===== src/hw/axi_macros.svh =====
`ifndef AXI_MACROS_SVH
`define AXI_MACROS_SVH

`define XLEN        32
`define STRB_W      (`XLEN / 8)
`define MEM_WORDS   256          // byte addresses below 1024 are valid.
`define MEM_LATENCY 3            // accept edge to response valid.
`define TMR_W       4

`endif

===== src/hw/arb_pkg.sv =====
package arb_pkg;

    typedef enum logic [1:0] {
        ST_FREE = 2'd0,
        ST_WAIT = 2'd1,      // request raised, no address handshake yet.
        ST_BUSY = 2'd2       // address taken, response pending.
    } mst_state_t;

    typedef enum logic {
        GRANT_M1 = 1'b0,
        GRANT_M2 = 1'b1
    } grant_t;

endpackage


===== src/hw/axi_pkg.sv =====
`include "axi_macros.svh"

package axi_pkg;

    typedef logic [1:0] resp_t;

    localparam resp_t RESP_OKAY   = 2'd0;
    localparam resp_t RESP_SLVERR = 2'd2;

    typedef logic [`XLEN-1:0]   addr_t;
    typedef logic [`XLEN-1:0]   data_t;
    typedef logic [`STRB_W-1:0] strb_t;

endpackage


===== src/hw/axi_arbiter.sv =====
`timescale 1ns/1ps

module axi_arbiter (
    input  logic           clk,
    input  logic           rst,

    input  axi_pkg::addr_t m1_araddr,
    input  logic           m1_arvalid,
    output logic           m1_arready,
    output axi_pkg::data_t m1_rdata,
    output axi_pkg::resp_t m1_rresp,
    output logic           m1_rvalid,
    input  logic           m1_rready,
    input  axi_pkg::addr_t m1_awaddr,
    input  logic           m1_awvalid,
    output logic           m1_awready,
    input  axi_pkg::data_t m1_wdata,
    input  axi_pkg::strb_t m1_wstrb,
    input  logic           m1_wvalid,
    output logic           m1_wready,
    output axi_pkg::resp_t m1_bresp,
    output logic           m1_bvalid,
    input  logic           m1_bready,

    input  axi_pkg::addr_t m2_araddr,
    input  logic           m2_arvalid,
    output logic           m2_arready,
    output axi_pkg::data_t m2_rdata,
    output axi_pkg::resp_t m2_rresp,
    output logic           m2_rvalid,
    input  logic           m2_rready,
    input  axi_pkg::addr_t m2_awaddr,
    input  logic           m2_awvalid,
    output logic           m2_awready,
    input  axi_pkg::data_t m2_wdata,
    input  axi_pkg::strb_t m2_wstrb,
    input  logic           m2_wvalid,
    output logic           m2_wready,
    output axi_pkg::resp_t m2_bresp,
    output logic           m2_bvalid,
    input  logic           m2_bready,

    output axi_pkg::addr_t s_araddr,
    output logic           s_arvalid,
    input  logic           s_arready,
    input  axi_pkg::data_t s_rdata,
    input  axi_pkg::resp_t s_rresp,
    input  logic           s_rvalid,
    output logic           s_rready,
    output axi_pkg::addr_t s_awaddr,
    output logic           s_awvalid,
    input  logic           s_awready,
    output axi_pkg::data_t s_wdata,
    output axi_pkg::strb_t s_wstrb,
    output logic           s_wvalid,
    input  logic           s_wready,
    input  axi_pkg::resp_t s_bresp,
    input  logic           s_bvalid,
    output logic           s_bready
);
    import axi_pkg::*;
    import arb_pkg::*;

    mst_state_t m1_state;
    mst_state_t m2_state;
    mst_state_t owner_state;
    grant_t     grant;
    logic       m1_req;
    logic       m2_req;
    logic       m1_addr_hs;
    logic       m2_addr_hs;
    logic       m1_resp_hs;
    logic       m2_resp_hs;

    function automatic mst_state_t next_state(mst_state_t cur, logic req,
                                              logic addr_hs, logic resp_hs);
        mst_state_t nxt;
        nxt = cur;
        case (cur)
            ST_FREE: begin
                if (addr_hs) begin
                    nxt = ST_BUSY;   // granted and accepted at once.
                end else if (req) begin
                    nxt = ST_WAIT;
                end
            end
            ST_WAIT: begin
                if (addr_hs) begin
                    nxt = ST_BUSY;
                end
            end
            ST_BUSY: begin
                if (resp_hs) begin
                    nxt = ST_FREE;
                end
            end
            default: nxt = ST_FREE;
        endcase
        return nxt;
    endfunction

    assign m1_req     = m1_arvalid || (m1_awvalid && m1_wvalid);
    assign m2_req     = m2_arvalid || (m2_awvalid && m2_wvalid);
    assign m1_addr_hs = (m1_arvalid && m1_arready) ||
                        (m1_awvalid && m1_awready && m1_wvalid && m1_wready);
    assign m2_addr_hs = (m2_arvalid && m2_arready) ||
                        (m2_awvalid && m2_awready && m2_wvalid && m2_wready);
    assign m1_resp_hs = (m1_rvalid && m1_rready) || (m1_bvalid && m1_bready);
    assign m2_resp_hs = (m2_rvalid && m2_rready) || (m2_bvalid && m2_bready);

    assign owner_state = (grant == GRANT_M1) ? m1_state : m2_state;

    always_ff @(posedge clk or posedge rst) begin
        if (rst) begin
            m1_state <= ST_FREE;
            m2_state <= ST_FREE;
        end else begin
            m1_state <= next_state(m1_state, m1_req, m1_addr_hs, m1_resp_hs);
            m2_state <= next_state(m2_state, m2_req, m2_addr_hs, m2_resp_hs);
        end
    end

    // an address handshake this cycle counts as busy, or the
    // response would follow the grant to the wrong master.
    always_ff @(posedge clk or posedge rst) begin
        if (rst) begin
            grant <= GRANT_M1;
        end else if (owner_state != ST_BUSY && !(m1_addr_hs || m2_addr_hs)) begin
            if (m1_state == ST_WAIT) begin
                grant <= GRANT_M1;
            end else if (m2_state == ST_WAIT) begin
                grant <= GRANT_M2;
            end
        end
    end

    always_comb begin
        m1_arready = 1'b0;
        m1_rdata   = '0;
        m1_rresp   = RESP_OKAY;
        m1_rvalid  = 1'b0;
        m1_awready = 1'b0;
        m1_wready  = 1'b0;
        m1_bresp   = RESP_OKAY;
        m1_bvalid  = 1'b0;
        m2_arready = 1'b0;
        m2_rdata   = '0;
        m2_rresp   = RESP_OKAY;
        m2_rvalid  = 1'b0;
        m2_awready = 1'b0;
        m2_wready  = 1'b0;
        m2_bresp   = RESP_OKAY;
        m2_bvalid  = 1'b0;
        if (grant == GRANT_M1) begin
            s_araddr   = m1_araddr;
            s_arvalid  = m1_arvalid;
            s_rready   = m1_rready;
            s_awaddr   = m1_awaddr;
            s_awvalid  = m1_awvalid;
            s_wdata    = m1_wdata;
            s_wstrb    = m1_wstrb;
            s_wvalid   = m1_wvalid;
            s_bready   = m1_bready;
            m1_arready = s_arready;
            m1_rdata   = s_rdata;
            m1_rresp   = s_rresp;
            m1_rvalid  = s_rvalid;
            m1_awready = s_awready;
            m1_wready  = s_wready;
            m1_bresp   = s_bresp;
            m1_bvalid  = s_bvalid;
        end else begin
            s_araddr   = m2_araddr;
            s_arvalid  = m2_arvalid;
            s_rready   = m2_rready;
            s_awaddr   = m2_awaddr;
            s_awvalid  = m2_awvalid;
            s_wdata    = m2_wdata;
            s_wstrb    = m2_wstrb;
            s_wvalid   = m2_wvalid;
            s_bready   = m2_bready;
            m2_arready = s_arready;
            m2_rdata   = s_rdata;
            m2_rresp   = s_rresp;
            m2_rvalid  = s_rvalid;
            m2_awready = s_awready;
            m2_wready  = s_wready;
            m2_bresp   = s_bresp;
            m2_bvalid  = s_bvalid;
        end
    end

    // memory busy means the owner is mid transaction.
    a_grant_hold: assert property (@(posedge clk) disable iff (rst)
        !s_arready |=> $stable(grant));

    // a response reaches only the master that issued it.
    a_m1_resp_own: assert property (@(posedge clk) disable iff (rst)
        (m1_rvalid || m1_bvalid) |-> m1_state == ST_BUSY);
    a_m2_resp_own: assert property (@(posedge clk) disable iff (rst)
        (m2_rvalid || m2_bvalid) |-> m2_state == ST_BUSY);

endmodule


===== config.mk =====
export PLATFORM = sky130hd
export DESIGN_NAME = axi_arbiter
export DESIGN_NICKNAME = d
export VERILOG_FILES = /design/src/hw/arb_pkg.sv /design/src/hw/axi_pkg.sv /design/src/hw/axi_arbiter.sv
export VERILOG_INCLUDE_DIRS = /design/src /design/src/hw
export SDC_FILE = /design/constraint.sdc
export NUM_CORES = 1
export LEC_CHECK = 0
export ABC_AREA = 1
export BUFFER_PORTS_ARGS = -buffer_cell sky130_fd_sc_hd__buf_2
export CAP_MARGIN = 25
export CORE_AREA = 5 5 168 170
export CTS_BUF_LIST = sky130_fd_sc_hd__clkbuf_4
export DETAILED_ROUTE_END_ITERATION = 7
export DIE_AREA = 0 0 173 175
export PLACE_DENSITY = 0.36
export SYNTH_ARGS = -nofsm -noshare
export SYNTH_HDL_FRONTEND = slang
export SYNTH_SLANG_ARGS = --single-unit

===== constraint.sdc =====
create_clock -name clk -period 2.63 [get_ports clk]
set_input_delay 0.1315 -clock clk [delete_from_list [all_inputs] [get_ports clk]]
set_output_delay 0.1315 -clock clk [all_outputs]
set_load 0.02 [all_outputs]

; After elaboration in Yosys (flattened, before gate mapping)
; Cells that the tools add are included.
; Widths: inputs -> output; s select.
[classes]
n_reduce_logical = 29
n_eq_ne = 11
n_mux = 38
[op_table]
columns = operator, n
row1 = $mux 32, 5
row2 = $mux 2, 13
row3 = $mux 1, 17
row4 = $logic_and 1x1->1, 15
row5 = $pmux 2 s3, 2
row6 = $ne 2x2->1 const B, 5
row7 = $logic_or 1x1->1, 7
row8 = $ne 3x3->1 const B, 2
row9 = $reduce_and 3->1, 2
row10 = $eq 2x1->1 const B, 2
row11 = $eq 2x2->1 const B, 2
row12 = $logic_not 2->1, 2
row13 = $mux 4, 1
row14 = $reduce_and 2->1, 1
row15 = $reduce_bool 2->1, 1
row16 = $logic_not 1->1, 1
[word_totals]
in_bits = 253
ff_bits = 5
word_cells = 81
out_inout_bits = 187

; Longest topological paths before layout
[logic_depth]
depth_word = 9
mapped_depth = 7
ltp_nobuf = 7

; Least setup slack after synthesis
; OpenSTA, ideal clock, no wires.
[synth_path]
path_type = register to output
startpoint = reg grant
endpoint = out s_arvalid
path_stages_with_launch = 4
slack_ns = 1.354
path_buffers = 2
t_required_ns = 2.499
arrival_time_ns = 1.145
path_cell_list = dfrtp_1 > buf_6 > buf_2 > o21ai_0
[synth_between]
elab_chain_len = 1
[synth_rtl]
columns = element, line_no
row1 = "start, declared", axi_arbiter.sv:67  ; grant_t grant;
row2 = "start signal, assigned", axi_arbiter.sv:127  ; grant <= GRANT_M1;
row3 = "start signal, assigned", axi_arbiter.sv:130  ; grant <= GRANT_M1;
row4 = "start signal, assigned", axi_arbiter.sv:132  ; grant <= GRANT_M2;
row5 = $mux 1, axi_arbiter.sv:154  ; if (grant == GRANT_M1) begin
row6 = "end, declared", axi_arbiter.sv:44  ; output logic s_arvalid,
; No other way between the ends.

; Worst setup path in the final report
[layout_path]
startpoint = reg grant
endpoint = out s_araddr[30]
[layout_between]
elab_chain_len = 1
[layout_rtl]
columns = element, line_no
row1 = $mux 32, axi_arbiter.sv:154
row2 = "end, declared", axi_arbiter.sv:43  ; output axi_pkg::addr_t s_araddr,
; No other way between the ends.

==> results.ini <==
[logic_synthesis]
yosys-top-cells-area = nand2_1 (60%), inv_1 (14%), nor2_1 (8.3%), dfrtp_1 (5.4%), buf_2 (4.1%)
avgSynthCellArea_sq_um = 4.11
yosys.area.top_type_share_pct = 59.9
syn_nets = 815
yosysTopAreaCell = nand2_1
synth-seq-cells = 5
synth-seq-area-share_pct = 5.41
syn_area_sq_mm = 0.00231
netlist-cell-type-count = 16
syn_inst = 562
yosys_warnings = 0

[floorplan]
rows = 60
core_sq_mm = 0.0266
pin_count = 440
die_h_microns = 175
dieArea_sq_mm = 0.0303
initial_core_util_pct = 8.70
die_x_microns = 173

[routing]
antenna_left = 0
vias_per_cell = 3.43
post_drt_wl_per_cell_microns = 12.6
drt_first_pass_iters = 4
drc = 0
finalWirelength_microns = 16600
drt_first_iter_violations = 148
via_count = 4536

[power]
switching_share_pct = 67.4
powerDensity_mw_per_mm2 = 973
intPower_mw = 1.55
p_sw_mw = 3.20
ir_drop_uv = 392
total_power_mw = 4.75
clock_power_share_pct = 2.1
combinationalPowerShare_pct = 94.7
seq_power_share_pct = 3.2
p_leak_nw = 3.68

[worst_setup_path]
cp_common_cell = nand2_1
crit_chain = inv_4 > buf_12 > nand2_1 > nand2_1 > buf_2
critPathMaxFanout = 57
cpLargestDelayFamily = buffers and inverters
crit_buf_inv = 3
cp.arrival_ns = 1.72
slowest_stage = dfrtp_4
path_class = reg -> out
endpoint_kind = primary output
cp.required_ns = 2.50
cpPeakStageDelay_ns = 0.51
cp-start-kind = register

[timing]
finClkSkew_ns = 0.00589
fin_crit_ns = 1.85
fin_tns_setup_ns = 0
worst_pin_slew_ns = 0.443
finalSetupViolations = 0
period_share_pct = 70.5
clock.fmax_mhz = 539
final_max_slew_viol_count = 0
hold_viol_final = 0
slew_headroom_pct = 70.4
rsz0062_at_grt = no

[global_route]
grt_pass1_vias = 4528
track_usage_pct = 9.74
grt.overflow.total = 0
grt_pass1_wl_microns = 24200
grt_max_degree = 97
antenna_found_initial = 1

[clock_tree]
cts_tree = yes
cts_root_buffer = clkbuf_4
postCtsSetupBuffers = 0
clkTransAtPathRegs_ns = 0.05
cts_resized = 0
cts_sinks = 5
clk_latency_ns = 0.24
h-tree-depth = 1
clockBufferDepth = 2
cts_buffers = 3

[final_layout]
multiInputGateArea_sq_mm = 0.00167
fin_area_sq_mm = 0.00488
area_growth_pct = 111
drive_above_1_share_pct = 46.5
final_nets = 1233
fillers = 3229
seqCellArea_sq_um = 129

[placed_design]
dp_hpwl_microns = 14500
routabilityCongestion = 0.911
placed_area_sq_mm = 0.00484
port_buffers = 439

[min_path]
min_path_type = in -> reg

[run]
maxCapViolations = 0

[outcome]
status = finished, final reports clean

## tightest hold or removal path, stage by stage
cell     delay, ns
buf_2         0.07
inv_1         0.07
nand2_1       0.08
a21oi_1       0.06
nor2_1        0.08
## layer usage
layer  track usage [%]  part of all wire [%]
met1              10.6                    38
met3              2.99                    10
met5                 0                     0
met4              1.96                   1.3
met2              18.7                    51
## cell families after synthesis
logic type      count (synthesis)  synth area share [%]
flops                           5                  5.41
buf+inv                       121                  22.2
compound gates                  8                  2.27
simple gates                  428                  70.1
## cell usage in the layout (no fill, tap or decap), drive strengths merged, types with 2 or more instances in the layout
master  count
buf       444
nand2     369
inv        89
nor2       54
nand3       5
dfrtp       5
clkbuf      4
a21oi       3
a21boi      2
o21ai       2
## state kept, by name, summed over array words and instances (netlist names)
register / count
m2_state: 2
grant: 1
m1_state: 2
## path summary, 6_finish.rpt
| path | from | slack, ns | to | depth (start not counted) |
|---|---|---|---|---|
| worst min-delay path | m1_arvalid | 0.30 | m1_state[0] | 5 |
| worst max register to register | grant | 1.11 | m2_state[0] | 7 |
| worst max-delay path | grant | 0.78 | s_araddr[30] | 5 |
| min in group asynchronous | rst | 0.35 | m2_state[1] | 3 |
| worst min register to register | m2_state[1] | 0.49 | m2_state[1] | 1 |
| max in group asynchronous | rst | 2.07 | grant | 3 |
## cell usage after synthesis, drive strengths merged
cell type	n
o21ai	2
dfrtp	5
nand3	5
buf	27
a21boi	2
inv	89
clkbuf	5
a21oi	3
o22ai	1
nand2	369
nor2	54
## layout make-up
class                   instances  share of cell area, %
repair buffers                445                   46.8
well taps                     341                   8.74
multi-input cells             436                   34.3
flip-flops and latches          5                   2.64
diodes                          1                 0.0513
inverters                      89                   6.90
clock buffers                   4                  0.615
## power by group through the flow
stage / sequential [mW] / clock (mW) / combinational [mW]
after floorplan: 0.131 / 0 / 2.97
after global placement: 0.156 / 0 / 4.61
after detailed placement: 0.155 / 0 / 4.57
after CTS: 0.154 / 0.102 / 4.58
after global routing: 0.160 / 0.111 / 4.94
final: 0.153 / 0.0989 / 4.50
## stage by stage
step / util [%] / instances / hold slack [ns] / setup WS [ns]
after detailed placement: 18.2 / 1315 / 0.0561 / 1.02
after global routing: 18.4 / 1321 / 0.359 / 0.638
after CTS: 18.4 / 1320 / 0.306 / 0.752
after global placement: 18.2 / 1315 / 0.0592 / 1.02
after floorplan: - / 562 / -0.0900 / 1.35
final: 18.4 / 1321 / 0.300 / 0.776
## repair_timing
item                       in CTS  in global routing
hold endpoints to repair        5                  0
hold buffers                    1                  0
setup endpoints to repair       0                  0
No activity file was read; power rests on OpenSTA's default activity.
